### src/pacc_pkg.sv
package pacc_pkg;

  //////////////////////////////////////////////////////////////////////
  // Kyber arithmetic constants
  //////////////////////////////////////////////////////////////////////

  localparam int unsigned kyber_q    = 3329;
  localparam int unsigned kyber_k    = 2;
  localparam int unsigned pair_count = 128;

  // Datapath widths
  localparam int unsigned coeff_w = 12;
  localparam int unsigned pair_w  = 7;
  localparam int unsigned prod_w  = 24;

  // Barrett multiplier floor(2^26 / q), 15 bits wide
  localparam int unsigned barrett_shift = 26;
  localparam int unsigned barrett_m     = 20158;
  localparam int unsigned barrett_m_w   = 15;
  localparam int unsigned quot_w        = prod_w + barrett_m_w - barrett_shift;

  // Register stages behind the sequencer output (basemul, accumulate)
  localparam int unsigned drain_stages = 2;
  localparam int unsigned drain_cnt_w  = 2;

  //////////////////////////////////////////////////////////////////////
  // Stream types
  //////////////////////////////////////////////////////////////////////

  typedef struct packed {
    logic [coeff_w-1:0] c0;
    logic [coeff_w-1:0] c1;
  } coeff_pair_t;

  // Memory address, vector index on top
  typedef struct packed {
    logic              poly;
    logic [pair_w-1:0] pair;
  } rd_req_t;

  // Sideband that follows each item down the pipe
  typedef struct packed {
    logic              valid;
    logic [pair_w-1:0] pair;
    logic              poly;
    logic              last;
  } tag_t;

  typedef struct packed {
    logic [prod_w-1:0]  a0b0;
    logic [prod_w-1:0]  a1b1;
    logic [prod_w-1:0]  a0b1;
    logic [prod_w-1:0]  a1b0;
    logic [coeff_w-1:0] zeta;
  } prod_t;

  typedef enum logic [1:0] {
    seq_idle,
    seq_fetch,
    seq_drain
  } seq_state_e;

  //////////////////////////////////////////////////////////////////////
  // Arithmetic helpers
  //////////////////////////////////////////////////////////////////////

  // Quotient estimate is at most one short, so one correction step
  function automatic logic [coeff_w-1:0] barrett_reduce(input logic [prod_w-1:0] x);
    logic [prod_w+barrett_m_w-1:0] xm;
    logic [quot_w-1:0]             t;
    logic [prod_w:0]               r;
    xm = x * barrett_m;
    t  = xm[prod_w+barrett_m_w-1:barrett_shift];
    r  = (prod_w + 1)'(x - t * kyber_q);
    return (r >= kyber_q) ? coeff_w'(r - kyber_q) : coeff_w'(r);
  endfunction

  // 17^(2*bitrev7(j)+1) mod q by square and multiply
  function automatic logic [coeff_w-1:0] zeta_of(input logic [pair_w-1:0] j);
    logic [pair_w:0] e;
    int unsigned     acc;
    int unsigned     base;
    e[0] = 1'b1;
    for (int i = 0; i < pair_w; i++) begin
      e[i+1] = j[pair_w-1-i];
    end
    acc  = 1;
    base = 17;
    for (int i = 0; i <= pair_w; i++) begin
      if (e[i]) begin
        acc = (acc * base) % kyber_q;
      end
      base = (base * base) % kyber_q;
    end
    return coeff_w'(acc);
  endfunction

endpackage

### src/pacc_basemul.sv
`timescale 1ns/10ps

module pacc_basemul (
  input  logic                  clk,
  input  logic                  rst_n,
  input  pacc_pkg::tag_t        i_tag,
  input  pacc_pkg::coeff_pair_t i_a,
  input  pacc_pkg::coeff_pair_t i_b,
  output pacc_pkg::tag_t        o_tag,
  output pacc_pkg::prod_t       o_prod
);

  // Constant zeta per pair index
  logic [pacc_pkg::coeff_w-1:0] zeta_rom [pacc_pkg::pair_count];

  for (genvar gj = 0; gj < pacc_pkg::pair_count; gj++) begin : g_zeta
    assign zeta_rom[gj] = pacc_pkg::zeta_of(pacc_pkg::pair_w'(gj));
  end

  //////////////////////////////////////////////////////////////////////
  // Product stage
  //////////////////////////////////////////////////////////////////////

  always_ff @(posedge clk) begin
    if (!rst_n) begin
      o_tag <= '0;
    end else begin
      o_tag <= i_tag;
    end
  end

  // Four raw 12x12 products, no reduction yet
  always_ff @(posedge clk) begin
    o_prod.a0b0 <= i_a.c0 * i_b.c0;
    o_prod.a1b1 <= i_a.c1 * i_b.c1;
    o_prod.a0b1 <= i_a.c0 * i_b.c1;
    o_prod.a1b0 <= i_a.c1 * i_b.c0;
    o_prod.zeta <= zeta_rom[i_tag.pair];
  end

endmodule

### config.mk
export PLATFORM = sky130hd
export DESIGN_NAME = pacc_basemul
export DESIGN_NICKNAME = d
export VERILOG_FILES = /design/src/pacc_pkg.sv /design/src/pacc_basemul.sv
export SDC_FILE = /design/constraint.sdc
export NUM_CORES = 1
export LEC_CHECK = 0
export ABC_AREA = 1
export ABC_CLOCK_PERIOD_IN_PS = 10900
export BUFFER_PORTS_ARGS = -buffer_cell sky130_fd_sc_hd__clkbuf_2
export CAP_MARGIN = 20
export CORE_MARGIN = 5
export CORE_UTILIZATION = 39
export CTS_BUF_LIST = sky130_fd_sc_hd__clkbuf_16
export DETAILED_ROUTE_END_ITERATION = 6
export HOLD_SLACK_MARGIN = 0.02
export PLACE_DENSITY = 0.54
export SLEW_MARGIN = 20
export SYNTH_ARGS = -nofsm -noshare
export SYNTH_HDL_FRONTEND = slang
export SYNTH_SLANG_ARGS = --single-unit
### constraint.sdc
create_clock -name clk -period 10.9 [get_ports clk]
set_input_delay 1.09 -clock clk [delete_from_list [all_inputs] [get_ports clk]]
set_output_delay 1.09 -clock clk [all_outputs]
set_load 0.01 [all_outputs]
==> results of run 1 <==
[placed cells by master, fill, tap and decap left out, drive strengths merged]
cell type,n
nand2,1119
inv,947
fa,400
ha,266
clkbuf,194
nand3,167
nor2,136
dfxtp,118
a21oi,80
o21ai,42
xor2,29
xnor2,16
nand4,14
and2,12
o21bai,8
nor3,6
clkinv,6
o211ai,5
clkinvlp,3
buf,3
diode,1
o31ai,1
or2,1
a31oi,1
bufinv,1
[state kept, by name, indices dropped and copies added (netlist names)]
| name | count |
|---|---|
| o_prod | 108 |
| o_tag | 10 |
[power groups by stage]
stage	Sequential, mW	Combinational [mW]	Clock (mW)
floorplan	0.811	3.91	0
global placement	0.726	5.36	0
detailed placement	0.724	5.34	0
CTS	0.717	5.40	0.584
global route	0.730	6.24	0.599
finish	0.714	5.32	0.557
[area by class of cell]
cell class,count,area [um^2]
fill,6789,36210
clock buffer,17,425.4
inverter,942,3538
sequential,118,2362
tap,846,1059
timing repair buffer,180,908.4
multi-input combinational,2303,18220
antenna,1,2.502
clock inverter,15,127.6
[worst max-delay path, cell delays in order]
cell and delay [ns]:
clkbuf_2 0.53, nand2_1 0.17, fa_1 0.56, inv_1 0.05, fa_1 0.50, inv_1 0.06
fa_1 0.53, inv_1 0.05, fa_1 0.47, inv_1 0.05, fa_1 0.47, inv_1 0.04
ha_1 0.32, nand2_1 0.08, nand2_1 0.06, a21oi_1 0.21, nand3_1 0.17, nand2_1 0.11
nand2_1 0.05, nand2_1 0.06, nand2_1 0.05
[cells by family after synthesis]
| logic type | count (synthesis) | share of synthesized area [%] |
|---|---|---|
| and+or+nand+nor | 1455 | 23.40 |
| buffers and inverters | 1066 | 16.47 |
| adders and majority gates | 666 | 46.01 |
| AOI/OAI and AO/OA | 137 | 2.930 |
| DFF | 118 | 9.589 |
| xor gates and xnor gates | 45 | 1.600 |
[per-stage QoR]
| stage | worst slack [ns] | instances | util [%] |
|---|---|---|---|
| after global routing | 5.309 | 4421 | 42.38 |
| after CTS | 5.611 | 4421 | 42.38 |
| after global placement | 5.108 | 4389 | 41.50 |
| final | 5.574 | 4422 | 42.39 |
| after detailed placement | 5.069 | 4389 | 41.50 |
| after floorplan | 5.723 | 3487 | - |
[path summary, 6_finish.rpt]
kind     start    endpoint  depth (start not counted)
max     i_b[3]  o_prod[57]                         21
min   i_tag[1]    o_tag[1]                          3
[per-layer routing]
metal / track usage (%) / vias to the layer above
met5: 0 / -
met4: 6.058 / 0
met3: 3.799 / 83
met2: 31.69 / 531
met1: 27.96 / 9804
li1: - / 10210
==> results.sh, run 1 <==
export IMPL_status="finished clean"
export IMPL_wl_per_cell_um=14.91
export IMPL_p_seq_share_pct=10.8
export IMPL_grt_antenna_before_repair=1
export IMPL_synthArstFlopShare_pct=0
export IMPL_synth_ff_latch_count=118
export IMPL_yosysUniqueCellTypes=29
export IMPL_routed_wl_um=65950
export IMPL_drc=0
export IMPL_power_density_mw_per_mm2=247.4
export IMPL_drive_gt1_share_pct=6.182
export IMPL_ios=178
export IMPL_synth_top_area_cell="fa_1"
export IMPL_grt_pass1_vias=21250
export IMPL_setup_violations=0
export IMPL_drtIter0Drc=1150
export IMPL_die_area_mm2=0.06830
export IMPL_met1Wirelength_um=30760
export IMPL_drv_slew=0
export IMPL_clock_root_buffer="clkbuf_16"
export IMPL_timing_final_crit_share_pct=48.86
export IMPL_clkTransAtPathRegs_ns=0.06
export IMPL_wl_met2_um=29670
export IMPL_area_delta_synth_final_pct=8.136
export IMPL_pwr_share_comb_pct=80.7
export IMPL_fmax_mhz=187.8
export IMPL_met3WireLength_um=3980
export IMPL_drv_cap=0
export IMPL_synthCells=3487
export IMPL_routabilityCongestion=0.9006
export IMPL_cp_max_fo=24
export IMPL_switching_share_pct=55.28
export IMPL_end_kind="flip-flop"
export IMPL_grt_pass1_wl_um=109900
export IMPL_rows=92
export IMPL_clkPwrFrac_pct=8.5
export IMPL_critPathLaunchType="input port"
export IMPL_synth_top_cell_area_share_pct=32.50
export IMPL_ant_nets=0
export IMPL_peakVddDrop_mv=0.2139
export IMPL_cts_setup_buffers=0
export IMPL_netlist_top_cells_area="fa_1 (33%), nand2_1 (17%), inv_1 (14%)"
export IMPL_cts_buffers_inserted=17
export IMPL_hpwlAfterDp_um=50290
export IMPL_grt_max_degree=46
export IMPL_cts_tree="yes"
export IMPL_cp_data_required_time_ns=11.28
export IMPL_slew_headroom_pct=44.01
export IMPL_design_area_mm2=0.02664
export IMPL_worst_pin_slew_ns=0.8390
export IMPL_drt_pass1_iterations=6
export IMPL_synth_edff_count=0
export IMPL_finalCriticalPeriod_ns=5.326
export IMPL_place_area_mm2=0.02609
export IMPL_criticalPathCategory="in2reg"
export IMPL_intPower_mw=2.947
export IMPL_coreArea_mm2=0.06285
export IMPL_hold_ws_ns=0.7778
export IMPL_cts_sink_count=118
export IMPL_fp_dieH_um=261.3
export IMPL_total_power_mw=6.591
export IMPL_htreeDepth=4
export IMPL_hold_violations=0
export IMPL_ctsHoldBuffers=0
export IMPL_die_w_um=261.3
export IMPL_synth_common_cells="nand2_1 (1114), inv_1 (938), fa_1 (400)"
export IMPL_syn_nets=4213
export IMPL_syn_avg_cell_area_um2=7.065
export IMPL_synth_ff_type="dfxtp_1"
export IMPL_yosys_warnings=0
export IMPL_worstPathArrival_ns=5.71
export IMPL_initial_core_util_pct=39.20
export IMPL_yosysMostFrequentCell="nand2_1"
export IMPL_p_sw_mw=3.644
export IMPL_io_buffers=177
export IMPL_viasPerCell=4.664
export IMPL_yosysSeqAreaShare_pct=9.589
export IMPL_vias=20620
export IMPL_leakagePower_nw=16.65
export IMPL_clock_path_buffers=2
export IMPL_cts_resized=0
export IMPL_maxUsedRoutingLayer="met4"
export IMPL_final_nets=4288
export IMPL_syn_area_mm2=0.02464
export IMPL_hold_class="in2reg"
export IMPL_grt_use_total_pct=20.01
export IMPL_setup_tns_ns=0
export IMPL_overflow=0
export IMPL_rsz0062_at_grt="false"
Power figures use the tool's default switching activity.
==> inputs of run 2 (changes only) <==
--- a/config.mk
+++ b/config.mk
@@ -5,8 +5,8 @@
 export SDC_FILE = /design/constraint.sdc
 export NUM_CORES = 1
 export LEC_CHECK = 0
-export ABC_AREA = 1
-export ABC_CLOCK_PERIOD_IN_PS = 10900
+export ABC_AREA = 0
+export ABC_CLOCK_PERIOD_IN_PS = 5000
 export BUFFER_PORTS_ARGS = -buffer_cell sky130_fd_sc_hd__clkbuf_2
 export CAP_MARGIN = 20
 export CORE_MARGIN = 5
==> constraint.sdc (replaced) <==
create_clock -name clk -period 5 [get_ports clk]
set_input_delay 0.5 -clock clk [delete_from_list [all_inputs] [get_ports clk]]
set_output_delay 0.5 -clock clk [all_outputs]
set_load 0.01 [all_outputs]
==> results.sh, run 2 <==
export IMPL_synth_top_area_cell="fa_1"
export IMPL_slew_headroom_pct=39.38
export IMPL_drc=1
export IMPL_critPathLaunchType="input port"
export IMPL_place_area_mm2=0.02767
export IMPL_reg_largest_list="o_prod x108, o_tag x10"
export IMPL_grt_max_degree=78
export IMPL_clock_path_buffers=2
export IMPL_instances_no_fill=3945
export IMPL_ant_nets=0
export IMPL_largest_register="o_prod"
export IMPL_drv_slew=0
export IMPL_area_delta_synth_final_pct=20.05
export IMPL_syn_nets=3510
export IMPL_synth_simple_gate_area_share_pct=17.26
export IMPL_synth_compound_area_share_pct=10.28
export IMPL_overflow=0
export IMPL_routed_wl_um=64260
export IMPL_drt_pass1_iterations=7
export IMPL_syn_area_mm2=0.02372
export IMPL_cts_tree="yes"
export IMPL_layout_common_cells="inv_1 (549), fa_1 (399), nand2_1 (388)"
export IMPL_synth_top_cell_area_share_pct=33.77
export IMPL_path_buf_inv=4
export IMPL_synth_edff_count=0
export IMPL_hold_violations=0
export IMPL_grt_pass1_wl_um=107700
export IMPL_synth_common_cells="inv_1 (549), fa_1 (400), nand2_1 (388)"
export IMPL_grt_antenna_before_repair=3
export IMPL_io_buffers=177
export IMPL_drive_gt1_share_pct=18.18
export IMPL_htreeDepth=4
export IMPL_drv_cap=0
export IMPL_routabilityCongestion=0.9159
export IMPL_cpMaxStageDelayCell="fa_1"
export IMPL_total_power_mw=17.20
export IMPL_status="finished, violations left"
export IMPL_timing_final_crit_share_pct=96.57
export IMPL_vias=19950
export IMPL_hold_class="in2reg"
export IMPL_rows=90
export IMPL_ctsHoldBuffers=0
export IMPL_fp_dieH_um=256.6
export IMPL_cpPeakStageDelay_ns=0.59
export IMPL_seq_area_mm2=0.002362
export IMPL_wl_per_cell_um=16.29
export IMPL_final_nets=3875
export IMPL_cp_max_fo=14
export IMPL_fillers=5872
export IMPL_grt_pass1_vias=21220
export IMPL_netlist_top_cells_area="fa_1 (34%), ha_1 (14%), dfxtp_1 (10%)"
export IMPL_leakagePower_nw=15.03
export IMPL_worstPathArrival_ns=5.18
export IMPL_synth_ff_latch_count=118
export IMPL_synthArstFlopShare_pct=0
export IMPL_design_area_mm2=0.02847
export IMPL_cpMostUsedCell="fa_1"
export IMPL_finalCriticalPeriod_ns=4.829
export IMPL_yosysUniqueCellTypes=75
export IMPL_die_w_um=256.6
export IMPL_yosysMostFrequentCell="inv_1"
export IMPL_path_cells="clkbuf_4 > buf_4 > and2_1 > fa_1 > fa_1 > fa_1 > fa_1 > inv_1 > fa_1 > inv_1 > ha_1 > nand3_2 > nor2_1 > a2111oi_4 > nor2_2 > o41ai_2 > xnor2_1"
export IMPL_clkTransAtPathRegs_ns=0.06
export IMPL_fin_ws_ns=0.1713
export IMPL_violations="design-rule violations"
export IMPL_worst_pin_slew_ns=0.9082
export IMPL_yosysSeqAreaShare_pct=9.961
export IMPL_largest_reg_flops=108
export IMPL_mostFrequentLayoutCell="inv_1"
export IMPL_yosys_area_share_adder_pct=47.80
export IMPL_power_density_mw_per_mm2=604.1
export IMPL_pre_cts_ws_ns=-0.5051
export IMPL_setup_violations=0
export IMPL_muxShareOfSynthArea_pct=0.7861
export IMPL_yosys_warnings=0
export IMPL_multi_input_area_mm2=0.01882
export IMPL_criticalPathCategory="in2reg"
export IMPL_synthCells=2784
export IMPL_fmax_mhz=207.1
export IMPL_clock_root_buffer="clkbuf_16"
export IMPL_synth_top_family_by_area="adder cells"
export IMPL_cts_buffers_inserted=17
export IMPL_synth_ff_type="dfxtp_1"
export IMPL_die_area_mm2=0.06584
export IMPL_coreArea_mm2=0.06025
export IMPL_drtIter0Drc=1182
export IMPL_viasPerCell=5.057
export IMPL_end_kind="flip-flop"
export IMPL_hpwlAfterDp_um=53250
export IMPL_initial_core_util_pct=39.36
export IMPL_path_delay_family="adder cells"
export IMPL_post_place_cells=3909
export IMPL_syn_avg_cell_area_um2=8.518
export IMPL_grt_use_total_pct=19.78
export IMPL_cts_sink_count=118
export IMPL_synth_xor_area_share_pct=2.733
export IMPL_peakVddDrop_mv=0.4405
export IMPL_ios=178
export IMPL_cp_data_required_time_ns=5.35
[run 2: layer usage]
metal,wire (um),vias up,GRT usage (%),share of wire [%]
met5,22,-,0,0.034
met4,1244,4,5.174,1.9
met3,3037,84,3.217,4.7
met2,31750,484,33.89,49
met1,28200,10010,26.17,44
li1,-,9371,-,-
[run 2: metrics by stage]
step	setup TNS [ns]	utilization (%)	hold WS [ns]
6_report	0	47.26	0.2286
5_1_grt	-0.01492	47.25	0.2039
4_1_cts	0	46.96	0.1782
3_5_place_dp	-13.67	45.93	0.7122
3_3_place_gp	-10.31	45.93	0.7066
2_1_floorplan	0	-	0.6217
[run 2: cell families (layout without fill, tap and decap cells)]
kind of cell,after synthesis,in the layout
other cells,0,1
buf+inv,700,1078
fa+ha+maj,666,666
compound gates,366,366
xor+xnor,74,74
simple gates,848,848
mux,12,12
flops,118,118
[run 2: final timing paths]
check                     to  depth (start not counted)  slack [ns]  startpoint
setup / recovery  o_prod[58]                         17        0.17     i_a[16]
hold / removal      o_tag[0]                          2        0.23    i_tag[0]
[run 2: area by class of cell]
cell class                 count  share of cell area [%]
antenna                        1                0.008789
inverter                     549                   7.238
clock buffer                  17                   1.494
clock inverter                15                  0.6768
timing repair buffer         497                   12.74
tap                          782                   3.437
sequential                   118                   8.297
multi-input combinational   1966                   66.10
[run 2: report_power, final]
group	switching [mW]	internal, mW	total (mW)	leakage [nW]
clock network	0.554	0.794	1.35	0.303
registers	0.105	1.47	1.57	0.992
logic	7.27	7.01	14.3	13.7
total	7.93	9.27	17.2	15.0
[run 2: repair_timing]
item                       in CTS  in global routing
gates cloned                    0                  0
pin swaps                       0                  7
setup endpoints to repair       3                 23
setup buffers                   0                  3
gates resized for setup         2                 52
