**src/pacc_pkg.sv**
```systemverilog
package pacc_pkg;

  //////////////////////////////////////////////////////////////////////
  // Kyber arithmetic constants
  //////////////////////////////////////////////////////////////////////

  localparam int unsigned kyber_q    = 3329;
  localparam int unsigned kyber_k    = 2;
  localparam int unsigned pair_count = 128;

  // Datapath widths
  localparam int unsigned coeff_w = 12;
  localparam int unsigned pair_w  = 7;
  localparam int unsigned prod_w  = 24;

  // Barrett multiplier floor(2^26 / q), 15 bits wide
  localparam int unsigned barrett_shift = 26;
  localparam int unsigned barrett_m     = 20158;
  localparam int unsigned barrett_m_w   = 15;
  localparam int unsigned quot_w        = prod_w + barrett_m_w - barrett_shift;

  // Register stages behind the sequencer output (basemul, accumulate)
  localparam int unsigned drain_stages = 2;
  localparam int unsigned drain_cnt_w  = 2;

  //////////////////////////////////////////////////////////////////////
  // Stream types
  //////////////////////////////////////////////////////////////////////

  typedef struct packed {
    logic [coeff_w-1:0] c0;
    logic [coeff_w-1:0] c1;
  } coeff_pair_t;

  // Memory address, vector index on top
  typedef struct packed {
    logic              poly;
    logic [pair_w-1:0] pair;
  } rd_req_t;

  // Sideband that follows each item down the pipe
  typedef struct packed {
    logic              valid;
    logic [pair_w-1:0] pair;
    logic              poly;
    logic              last;
  } tag_t;

  typedef struct packed {
    logic [prod_w-1:0]  a0b0;
    logic [prod_w-1:0]  a1b1;
    logic [prod_w-1:0]  a0b1;
    logic [prod_w-1:0]  a1b0;
    logic [coeff_w-1:0] zeta;
  } prod_t;

  typedef enum logic [1:0] {
    seq_idle,
    seq_fetch,
    seq_drain
  } seq_state_e;

  //////////////////////////////////////////////////////////////////////
  // Arithmetic helpers
  //////////////////////////////////////////////////////////////////////

  // Quotient estimate is at most one short, so one correction step
  function automatic logic [coeff_w-1:0] barrett_reduce(input logic [prod_w-1:0] x);
    logic [prod_w+barrett_m_w-1:0] xm;
    logic [quot_w-1:0]             t;
    logic [prod_w:0]               r;
    xm = x * barrett_m;
    t  = xm[prod_w+barrett_m_w-1:barrett_shift];
    r  = (prod_w + 1)'(x - t * kyber_q);
    return (r >= kyber_q) ? coeff_w'(r - kyber_q) : coeff_w'(r);
  endfunction

  // 17^(2*bitrev7(j)+1) mod q by square and multiply
  function automatic logic [coeff_w-1:0] zeta_of(input logic [pair_w-1:0] j);
    logic [pair_w:0] e;
    int unsigned     acc;
    int unsigned     base;
    e[0] = 1'b1;
    for (int i = 0; i < pair_w; i++) begin
      e[i+1] = j[pair_w-1-i];
    end
    acc  = 1;
    base = 17;
    for (int i = 0; i <= pair_w; i++) begin
      if (e[i]) begin
        acc = (acc * base) % kyber_q;
      end
      base = (base * base) % kyber_q;
    end
    return coeff_w'(acc);
  endfunction

endpackage

```
**src/pacc_sequencer.sv**
```systemverilog
`timescale 1ns/10ps

module pacc_sequencer (
  input  logic                  clk,
  input  logic                  rst_n,
  input  logic                  i_start,
  input  pacc_pkg::coeff_pair_t i_rd_a,
  input  pacc_pkg::coeff_pair_t i_rd_b,
  output pacc_pkg::rd_req_t     o_rd_req,
  output pacc_pkg::tag_t        o_tag,
  output pacc_pkg::coeff_pair_t o_a,
  output pacc_pkg::coeff_pair_t o_b,
  output logic                  o_busy,
  output logic                  o_done
);

  pacc_pkg::seq_state_e                 state;
  pacc_pkg::tag_t                       mem_tag;
  logic [pacc_pkg::drain_cnt_w-1:0]     drain_cnt;
  logic                                 req_last;

  // Final address is pair 127 of vector 1
  assign req_last = o_rd_req.poly &&
                    (o_rd_req.pair == pacc_pkg::pair_w'(pacc_pkg::pair_count - 1));

  // Busy stretches over the done cycle
  assign o_busy = (state != pacc_pkg::seq_idle) || o_done;

  //////////////////////////////////////////////////////////////////////
  // FSM and read address walk
  //////////////////////////////////////////////////////////////////////

  always_ff @(posedge clk) begin
    if (!rst_n) begin
      state    <= pacc_pkg::seq_idle;
      o_rd_req <= '0;
    end else begin
      case (state)
        pacc_pkg::seq_idle: begin
          // Start during the done cycle is dropped
          if (i_start && !o_done) begin
            state <= pacc_pkg::seq_fetch;
          end
        end
        pacc_pkg::seq_fetch: begin
          if (req_last) begin
            state    <= pacc_pkg::seq_drain;
            o_rd_req <= '0;
          end else if (o_rd_req.poly) begin
            // Vector 1 done, next pair
            o_rd_req.poly <= 1'b0;
            o_rd_req.pair <= o_rd_req.pair + 1'b1;
          end else begin
            o_rd_req.poly <= 1'b1;
          end
        end
        pacc_pkg::seq_drain: begin
          if (drain_cnt == pacc_pkg::drain_cnt_w'(1)) begin
            state <= pacc_pkg::seq_idle;
          end
        end
        default: state <= pacc_pkg::seq_idle;
      endcase
    end
  end

  //////////////////////////////////////////////////////////////////////
  // Tag alignment and drain count
  //////////////////////////////////////////////////////////////////////

  always_ff @(posedge clk) begin
    if (!rst_n) begin
      mem_tag   <= '0;
      o_tag     <= '0;
      drain_cnt <= '0;
      o_done    <= 1'b0;
    end else begin
      // Same cycle as the memory read data
      mem_tag.valid <= (state == pacc_pkg::seq_fetch);
      mem_tag.pair  <= o_rd_req.pair;
      mem_tag.poly  <= o_rd_req.poly;
      mem_tag.last  <= (state == pacc_pkg::seq_fetch) && req_last;
      o_tag         <= mem_tag;
      // Count the last item through basemul and accumulate
      if (o_tag.valid && o_tag.last) begin
        drain_cnt <= pacc_pkg::drain_cnt_w'(pacc_pkg::drain_stages);
      end else if (drain_cnt != '0) begin
        drain_cnt <= drain_cnt - 1'b1;
      end
      o_done <= (drain_cnt == pacc_pkg::drain_cnt_w'(1));
    end
  end

  // Read data captured beside its tag
  always_ff @(posedge clk) begin
    o_a <= i_rd_a;
    o_b <= i_rd_b;
  end

endmodule

```
**config.mk**
```make
export PLATFORM = sky130hd
export DESIGN_NAME = pacc_sequencer
export DESIGN_NICKNAME = d
export VERILOG_FILES = /design/src/pacc_pkg.sv /design/src/pacc_sequencer.sv
export SDC_FILE = /design/constraint.sdc
export NUM_CORES = 1
export LEC_CHECK = 0
export BUFFER_PORTS_ARGS = -buffer_cell sky130_fd_sc_hd__buf_2
export CAP_MARGIN = 20
export CORE_MARGIN = 5
export CORE_UTILIZATION = 42
export CTS_CLUSTER_SIZE = 10
export DETAILED_ROUTE_END_ITERATION = 8
export PLACE_DENSITY_LB_ADDON = 0.08
export SLEW_MARGIN = 0
export SYNTH_ARGS = -nofsm -noshare
export SYNTH_HDL_FRONTEND = slang
export SYNTH_SLANG_ARGS = --single-unit
```
**constraint.sdc**
```tcl
create_clock -name clk -period 1.5 [get_ports clk]
set_input_delay 0 -clock clk [delete_from_list [all_inputs] [get_ports clk]]
set_output_delay 0 -clock clk [all_outputs]
set_load 0.01 [all_outputs]
```
==> impl_results.md, run 1 <==
- Outcome: finished clean
- DRC: 0
- Cts repair resizes: 0
- Post-synth ARST share: 0%
- Finish-stage setup viols: 0
- Main synth FF type: dfxtp_1
- CP max FO: 5
- WP buf/inv: 0
- Clock sinks: 81
- Initial Util: 43.61%
- Max-slew headroom: 72.14%
- # diodes: 0
- CTS tree: yes
- Gr usage total: 16.60%
- Global route hottest layer: met2
- Crit Reg-Reg Startpoint: o_rd_req[0]
- Power density over the cells: 1186 nW/µm²
- Crit-path cells: ha_1 > nand3_1 > or3_4 > a31oi_1 > a21boi_0
- Startpoint types: flip-flop
- Vias: roughly 1700
- CP max stage cell: or3_4
- Yosys warns: 0
- Worst r2r path cells: 5
- Fillers: 344
- Area growth, synth to finish: 65.77%
- CTS Buf Count: 9
- CTS clk-pin slew, worst paths: 0.07 ns
- PortBufs: approximately 120
- Leakage: 1.656 nW
- Post-synthesis sequential area ratio: 77.70%
- Post-synth EDFFs: 0
- Fmax: 748.8 MHz
- Top Ports: 119
- RR Endpoint: o_rd_req[3]
- Routed vias/inst: 4.151
- Total congestion overflow: 0
- CP delay by family, top: simple AND/OR/NAND/NOR gates
- Setup TNS: 0 ns
- Layout Nets: 385
- Largest net degree at the start of global routing: 33
- Met2 Use GR: around 28%
- Met3 Use GR: around 7.7%
- Synthesized flop and latch total: 81
- WL/cell: 13.02 µm
- Pwr Total: 4.105 mW
- Worst Path Required: 1.71 ns
- Fin crit period: 1.335 ns
- Initial antenna violation count: 0
- Layout cells sized above 1: 42.26%
- Tightest Hold Check Type: input pin to flip-flop
- Final Util: between 70% and 80%
- Final Hold Fails: 0
- Iteration-0 DRC Markers: 62
- Syn_area_per_cell: 13.64 µm²
- Kind of critical path: flip-flop to flip-flop
- FP Rows: 25
- First-pass GRT wire length: 7962 µm
- Die Area: about 6500 µm²
- Final WL: between 5000 and 6000 µm
- Min-Delay Path Depth: 3
- Post-Synthesis Cells: ~150
- Reg2reg setup slack: 0.16 ns
- Largest stage delay, worst path: 0.37 ns
- VDD IR-drop max: 895.5 µV
- Max Clock Skew: 0.007484 ns
- Post-DP HPWL: 3174 µm
- Max-Cap Viols: 0
- Clock latency on the worst-skew pair: ~0.33 ns
- Endpoint type of the worst setup path: flip-flop
- Worst Hold Path EP: state[0]
- Syn nets: 205
- Fin crit share: 89.03%
- Distinct cells, synth: 31
- Max-slew violation count: 0
- CTS root buf: clkbuf_8
- Worst hold start: i_start
- Clock buffer depth: 2
- GP Congestion: about 0.70
- Mapped Area: 2087 µm²
- RSZ-0062 raised after global routing: false
- Overall die width: 80.49 µm
- CP arrival: 1.55 ns
- Measured slew at the worst slew-check pin: 0.4180 ns
- Die Ht: about 80 µm
- First-pass DRT Iterations: 4
- DRT antenna net count: 0
- Met1 Usage GRT: 17.66%
- Vias in the first global route: 1670
- H-tree depth: 3
- Core ar.: 4786 µm²
-- synth_stat cells (all sizes together) (2+ instances only) --
cell / count / area share [%]
nor2b: 4 / 1.2
nor3: 2 / 0.48
dfxtp: 81 / 78
a22oi: 2 / 0.72
nand3: 3 / 0.96
xor2: 2 / 0.84
nor3b: 3 / 1.3
nor2: 2 / 0.36
and2: 24 / 7.3
clkbuf: 3 / 0.54
nand2: 6 / 1.1
or3: 3 / 1.1
a21boi: 4 / 1.4
-- state kept, by name, indices dropped and copies added (netlist names) --
| name | flops |
|---|---|
| drain_cnt | 2 |
| mem_tag | 10 |
| o_a | 24 |
| o_b | 24 |
| o_done | 1 |
| o_rd_req | 8 |
| o_tag | 10 |
| state | 2 |
-- per-stage QoR --
step           hold WS (ns)  instance area, µm²  std cells  worst slack, ns
3_3_place_gp         0.1021                2773        338           0.2021
4_1_cts             0.01841                3437        400           0.1487
2_1_floorplan       0.02772                2087        153          0.09161
6_report            0.04673                3460        403           0.1646
3_5_place_dp         0.1039                2773        338           0.1582
5_1_grt             0.02791                3460        403          0.02298
-- per-layer routing --
| metal | share of wire, % | vias up |
|---|---|---|
| met3 | 11 | 12 |
| met1 | 38 | 727 |
| met4 | 1.9 | 0 |
| met2 | 49 | 79 |
| li1 | - | 855 |
| met5 | 0 | - |
-- area by class of cell --
cell class | instances | area [µm²] | share of cell area [%]
Clock inverter | 3 | 42.54 | 1.230
Sequential cell | 81 | 1622 | 46.87
Multi-Input combinational cell | 67 | 442.9 | 12.80
Tap cell | 67 | 83.83 | 2.423
Clock buffer | 11 | 141.4 | 4.087
Inverter | 1 | 3.754 | 0.1085
Timing Repair Buffer | 173 | 1124 | 32.48
-- power by group --
group	internal (mW)	leakage, nW	switching (mW)
sequential	2.24	0.672	0.0305
combinational	0.214	0.892	0.144
clock	0.794	0.0913	0.681
total	3.25	1.66	0.855
-- worst max path at each step --
stage | startpoint | depth (start not counted) | to
finish | o_rd_req[0] | 5 | o_rd_req[3]
global route | o_rd_req[0] | 5 | o_rd_req[6]
CTS | o_rd_req[0] | 5 | o_rd_req[3]
detailed placement | o_rd_req[0] | 5 | o_rd_req[6]
global placement | o_rd_req[0] | 5 | o_rd_req[3]
floorplan | o_rd_req[0] | 5 | o_rd_req[3]
-- layout by cell type (no fill, tap or decap), types with 4 or more instances in the layout --
cell type      count
buf_2            118
nand2_1            6
nor2b_1            4
clkbuf_8          10
and2_1            23
dlygate4sd3_1     48
buf_4              7
dfxtp_1           81
a21boi_0           4
-- cell families (layout without fill, tap and decap cells) --
family | Yosys count | count (layout) | share of synthesized area, %
buffers and inverters | 5 | 188 | 1.079
adders and majority gates | 1 | 1 | 0.5994
xor gates and xnor gates | 3 | 3 | 1.259
and+or+nand+nor | 50 | 50 | 14.87
muxes | 1 | 1 | 0.4796
AOI/OAI and AO/OA | 12 | 12 | 4.017
DFF | 81 | 81 | 77.70
-- repair_timing --
action	in CTS	in global routing
endpoints found under the setup margin	0	1
hold buffers	48	0
endpoints found under the hold margin	48	0
buffers inserted	0	3
-- worst register-to-register path: cells and delay by family (launching register included) --
kind | cells | cell delay, ns
AND/OR/NAND/NOR | 2 | 0.45
AO/OA/AOI/OAI | 2 | 0.27
adder cells (fa/ha/maj) | 1 | 0.17
flip-flops | 1 | 0.33
(Power assumes the default switching activity.)
==> inputs of run 2 (changes only) <==
--- a/config.mk
+++ b/config.mk
@@ -11,7 +11,7 @@
 export CORE_UTILIZATION = 42
 export CTS_CLUSTER_SIZE = 10
 export DETAILED_ROUTE_END_ITERATION = 8
-export PLACE_DENSITY_LB_ADDON = 0.08
+export PLACE_DENSITY = 0.77
 export SLEW_MARGIN = 0
 export SYNTH_ARGS = -nofsm -noshare
 export SYNTH_HDL_FRONTEND = slang
==> impl_results.md, run 2 (synthesis gave the netlist of run 1 again) <==
- DRT antenna net count: 0 (unchanged)
- First-pass GRT wire length: 10500 µm (+32%)
- PortBufs: 118 (unchanged)
- Die Ht: 80.49 µm (unchanged)
- Worst Path Required: 1.77 ns (+0.06 ns)
- FP Rows: 25 (unchanged)
- Worst r2r path cells: 4 (-1)
- Clock latency on the worst-skew pair: 0.34 ns (about the same)
- CTS tree: yes
- Largest net degree at the start of global routing: 33 (unchanged)
- Vias in the first global route: 1885 (+13%)
- Finish-stage setup viols: 0 (unchanged)
- Post-DP HPWL: 3949 µm (+24%)
- Clock buffer depth: 2 (unchanged)
- VDD IR-drop max: 673.7 µV (-25%)
- Layout Nets: 381 (-1.0%)
- Gr usage total: 22.25% (+5.7 points)
- WP buf/inv: 0 (unchanged)
- Kind of critical path: flip-flop to flip-flop
- Area growth, synth to finish: 67.03%
- CTS clk-pin slew, worst paths: 0.08 ns (about the same)
- Power density over the cells: 1269 nW/µm² (+6.9%)
- Top Ports: 119 (unchanged)
- Fin crit share: 90.98% (+1.9 points)
- Setup TNS: 0 ns (unchanged)
- H-tree depth: 3 (unchanged)
- Layout cells sized above 1: 42.94% (+0.68 points)
- Total congestion overflow: 0 (unchanged)
- Fin crit period: 1.365 ns (+0.02922 ns)
- CTS root buf: clkbuf_8
- Commonest non-fill, non-tap cell in the layout: buf_2
- Design area: 3486 µm² (+0.76%)
- RR Endpoint: o_rd_req[4]
- Fmax: 732.8 MHz (-2.1%)
- CP delay by family, top: simple AND/OR/NAND/NOR gates
- CP max stage cell: or3_1
- Overall die width: 80.49 µm (unchanged)
- CTS Buf Count: 9 (unchanged)
- GP Congestion: 0.7505 (+6.7%)
- Clock sinks: 81 (unchanged)
- Final Hold Fails: 0 (unchanged)
- CP max FO: 6 (+1)
- Worst hold start: i_start
- Post-CTS Setup Inserts: 0 (unchanged)
- Reg2reg setup slack: 0.14 ns (-0.03 ns)
- CP arrival: 1.64 ns (+0.09 ns)
- Max-slew violation count: 0 (unchanged)
- Area after DPL: 2765 µm² (-0.27%)
- Largest stage delay, worst path: 0.38 ns (about the same)
- # diodes: 0 (unchanged)
- Initial antenna violation count: 0 (unchanged)
- Max Clock Skew: 0.01068 ns (+0.003195 ns)
- Core ar.: 4786 µm² (unchanged)
- Worst Hold Path EP: state[0]
- Die Area: 6479 µm² (unchanged)
- WL/cell: 17.05 µm (+31%)
- DRC: 0 (unchanged)
- Most frequent cells in the layout: buf_2, dfxtp_1, dlygate4sd3_1, and2_1, clkbuf_8
- Largest registers: o_a (24), o_b (24)
- Startpoint types: flip-flop
- Crit Reg-Reg Startpoint: o_rd_req[1]
- Routed vias/inst: 4.445 (+7.1%)
- Final WL: 6819 µm (+30%)
- Outcome: finished clean
- Pwr Total: 4.422 mW (+7.7%)
- RSZ-0062 raised after global routing: false
- Endpoint type of the worst setup path: flip-flop
- Min-Delay Path Depth: 3 (unchanged)
- Max-Cap Viols: 0 (unchanged)
- Tightest Hold Check Type: input pin to flip-flop
- First-pass DRT Iterations: 4 (unchanged)
- Leakage: 1.659 nW (+0.21%)
- Max-slew headroom: 74.60% (+2.5 points)
- Initial Util: 43.61% (unchanged)
- Crit-path cells: ha_1 > nand4b_1 > or3_1 > a21boi_1
- Measured slew at the worst slew-check pin: 0.3810 ns (-0.03694 ns)
- Iteration-0 DRC Markers: 64 (+3.2%)
- Vias: 1778 (+6.3%)
==> run 2: stage by stage <==
| stage | hold slack, ns | cells | setup slack [ns] | util [%] |
|---|---|---|---|---|
| floorplan | 0.02772 | 153 | 0.09161 | - |
| global placement | 0.1025 | 337 | 0.1339 | 57.78 |
| detailed placement | 0.1039 | 337 | 0.07066 | 57.78 |
| CTS | 0.03636 | 400 | 0.04832 | 72.58 |
| global route | 0.06987 | 400 | 0.02592 | 72.84 |
| finish | 0.04940 | 400 | 0.1354 | 72.84 |
==> run 2: repair_timing <==
action | 4_1_cts | 5_1_grt
hold buffers | 48 | 0
endpoints found under the hold margin | 48 | 0
gates resized for setup | 0 | 4
setup endpoints to repair | 0 | 6
==> run 2: worst max-delay path by stage <==
stage	from	endpoint	slack, ns	cells past startpoint
floorplan	o_rd_req[0]	o_rd_req[3]	0.09	5
global placement	o_rd_req[1]	o_rd_req[3]	0.13	5
detailed placement	o_rd_req[1]	o_rd_req[6]	0.07	5
CTS	o_rd_req[1]	o_rd_req[6]	0.05	5
global route	o_rd_req[4]	o_rd_req[3]	0.03	4
finish	o_rd_req[1]	o_rd_req[4]	0.14	4
==> run 2: cell type report <==
class                           count  area [µm²]
Clock buffer                       11       151.4
Clock inverter                      4       76.32
Fill cell                         327        1300
Inverter                            1       3.754
Multi-Input combinational cell     67       454.2
Sequential cell                    81        1623
Tap cell                           67       83.83
Timing Repair Buffer              169        1094
==> run 2: routing by layer <==
| layer | vias up | track usage [%] | wire length [µm] |
|---|---|---|---|
| met1 | 829 | 24.96 | 2718 |
| li1 | 845 | - | - |
| met4 | 0 | 7.939 | 123 |
| met2 | 90 | 37.91 | 3318 |
| met3 | 14 | 8.969 | 658 |
| met5 | - | 0 | 0 |
==> run 2: report_power, final <==
group | switching [mW] | internal, mW
Clock | 0.743 | 1.02
Sequential | 0.0429 | 2.24
Combinational | 0.162 | 0.211
Total | 0.948 | 3.47
==> run 2: worst register-to-register path, stage by stage (launching register included) <==
cell      delay (ns)
dfxtp_2         0.37
ha_1            0.17
nand4b_1        0.22
or3_1           0.38
a21boi_1        0.16
==> inputs of run 3 (changes only) <==
--- a/config.mk
+++ b/config.mk
@@ -11,7 +11,7 @@
 export CORE_UTILIZATION = 42
 export CTS_CLUSTER_SIZE = 10
 export DETAILED_ROUTE_END_ITERATION = 8
-export PLACE_DENSITY = 0.77
+export PLACE_DENSITY = 0.78
 export SLEW_MARGIN = 0
 export SYNTH_ARGS = -nofsm -noshare
 export SYNTH_HDL_FRONTEND = slang
==> impl_results.md, run 3 (synthesis gave the netlist of run 1 again) <==
- Die Ht: 80.49 µm (unchanged)
- Fin crit share: 92.38% (+1.4 points)
- Fmax: 721.6 MHz (-1.5%)
- Cell-internal power: 3.140 mW (-9.6%)
- Initial Util: 43.61% (unchanged)
- Worst Path Required: 1.72 ns (-0.05 ns)
- # diodes: 0 (unchanged)
- Die Area: 6479 µm² (unchanged)
- Pwr Total: 4.086 mW (-7.6%)
- Kind of critical path: flip-flop to flip-flop
- Post-DP HPWL: 3771 µm (-4.5%)
- Worst Hold Path EP: state[0]
- CTS tree: yes
- CP arrival: 1.60 ns (-0.04 ns)
- Startpoint types: flip-flop
- Largest net degree at the start of global routing: 33 (unchanged)
- Initial antenna violation count: 0 (unchanged)
- Routed vias/inst: 4.297 (-3.3%)
- DRT antenna net count: 0 (unchanged)
- FP Rows: 25 (unchanged)
- Max-Cap Viols: 0 (unchanged)
- Non-filler cells, final: 401 (+0.25%)
- H-tree depth: 3 (unchanged)
- Clock sinks: 81 (unchanged)
- First-pass DRT Iterations: 4 (unchanged)
- Tightest Hold Check Type: input pin to flip-flop
- Largest registers: o_a (24), o_b (24)
- Iteration-0 DRC Markers: 92 (+44%)
- Comb power frac: 8.8% (+0.4 points)
- Max Clock Skew: 0.006474 ns (-0.004205 ns)
- Measured slew at the worst slew-check pin: 0.3929 ns (+0.01191 ns)
- CTS clk-pin slew, worst paths: 0.07 ns (about the same)
- Power density over the cells: 1190 nW/µm² (-6.2%)
- Crit Reg-Reg Startpoint: o_rd_req[0]
- Min-Delay Path Depth: 3 (unchanged)
- Fillers: 331 (+1.2%)
- Worst r2r path cells: 5 (+1)
- Setup TNS: 0 ns (unchanged)
- Layout Nets: 381 (unchanged)
- Vias: 1723 (-3.1%)
- CTS Buf Count: 9 (unchanged)
- DRC: 0 (unchanged)
- Final WL: 6392 µm (-6.3%)
- Vias in the first global route: 1833 (-2.8%)
- Finish-stage setup viols: 0 (unchanged)
- Reg power frac: 56.0% (+4.3 points)
- VDD IR-drop max: 680.5 µV (+1.0%)
- Placement Setup Slack: 0.04869 ns (-0.02197 ns)
- WL/cell: 15.94 µm (-6.5%)
- First-pass GRT wire length: 9929 µm (-5.4%)
- CP max FO: 7 (+1)
- Clock buffer depth: 2 (unchanged)
- Outcome: finished clean
- Reg2reg setup slack: 0.11 ns (-0.02 ns)
- Core ar.: 4786 µm² (unchanged)
- RR Endpoint: o_rd_req[3]
- Hold Slack: 0.02425 ns (-0.02515 ns)
- Clock latency on the worst-skew pair: 0.33 ns (about the same)
- NetSw: 0.9453 mW (-0.29%)
- Clock power frac: 35.2% (-4.7 points)
- Commonest non-fill, non-tap cell in the layout: buf_2
- Final Util: 71.71% (-1.1 points)
- Area after DPL: 2750 µm² (-0.54%)
- Sw Share: 23.14% (+1.7 points)
- Layout cells sized above 1: 42.81% (-0.13 points)
- CTS root buf: clkbuf_8
- Max-slew headroom: 73.81% (-0.79 points)
- Most frequent cells in the layout: buf_2, dfxtp_1, dlygate4sd3_1, and2_1, clkbuf_8
- Area growth, synth to finish: 64.45%
- Final Hold Fails: 0 (unchanged)
- Endpoint type of the worst setup path: flip-flop
- Design area: 3432 µm² (-1.5%)
- Leakage: 1.630 nW (-1.8%)
- Fin crit period: 1.386 ns (+0.02111 ns)
- Overall die width: 80.49 µm (unchanged)
- Worst hold start: i_start
- Max-slew violation count: 0 (unchanged)
- Top Ports: 119 (unchanged)
- Inst Count DP: 335 (-0.59%)
- Total congestion overflow: 0 (unchanged)
- Gr usage total: 20.87% (-1.4 points)
- GP Congestion: 0.7879 (+5.0%)
- Post-route worst setup slack: 0.1142 ns (-0.02111 ns)
- PortBufs: 118 (unchanged)
- Multi-input gate area: 442.9 µm² (-2.5%)
- Reg area: 1625 µm² (+0.15%)
run 3: worst max-delay path, cell delays in order (launching register included):
cell      delay, ns
dfxtp_2        0.38
ha_1           0.18
nand3_1        0.08
or3_4          0.38
a31oi_1        0.17
a21boi_0       0.09
run 3: how the worst max path moves through the flow:
stage | start | endpoint | slack (ns) | cells after the start
2_1_floorplan | o_rd_req[0] | o_rd_req[3] | 0.09 | 5
5_1_grt | o_rd_req[0] | o_rd_req[6] | -0.02 | 5
3_3_place_gp | o_rd_req[0] | o_rd_req[3] | 0.11 | 5
4_1_cts | o_rd_req[0] | o_rd_req[3] | 0.04 | 5
6_report | o_rd_req[0] | o_rd_req[3] | 0.11 | 5
3_5_place_dp | o_rd_req[0] | o_rd_req[3] | 0.05 | 5
run 3: power by group through the flow:
stage	sequential (mW)	clock (mW)	combinational [mW]
global route	2.30	1.59	0.389
finish	2.29	1.44	0.361
global placement	2.32	0	0.239
detailed placement	2.33	0	0.248
floorplan	2.37	0	0.0488
CTS	2.28	1.47	0.349
run 3: layout make-up:
class	count	share of cell area [%]
Timing Repair Buffer	169	31.86
Multi-Input combinational cell	67	12.91
Inverter	1	0.1094
Tap cell	67	2.443
Sequential cell	81	47.36
Clock buffer	12	4.521
Clock inverter	4	0.8020
run 3: per-layer routing:
metal | wire length, µm | vias to the layer above | track usage, %
met2 | 3019 | 88 | 33.61
met3 | 676 | 10 | 8.857
li1 | - | 852 | -
met1 | 2596 | 773 | 24.93
met5 | 0 | - | 0
met4 | 99 | 0 | 7.095
run 3: timing repair:
item	4_1_cts	5_1_grt
hold endpoints to repair	48	0
setup buffers	0	2
hold buffers	48	0
setup endpoints to repair	0	6
gates resized for setup	0	3
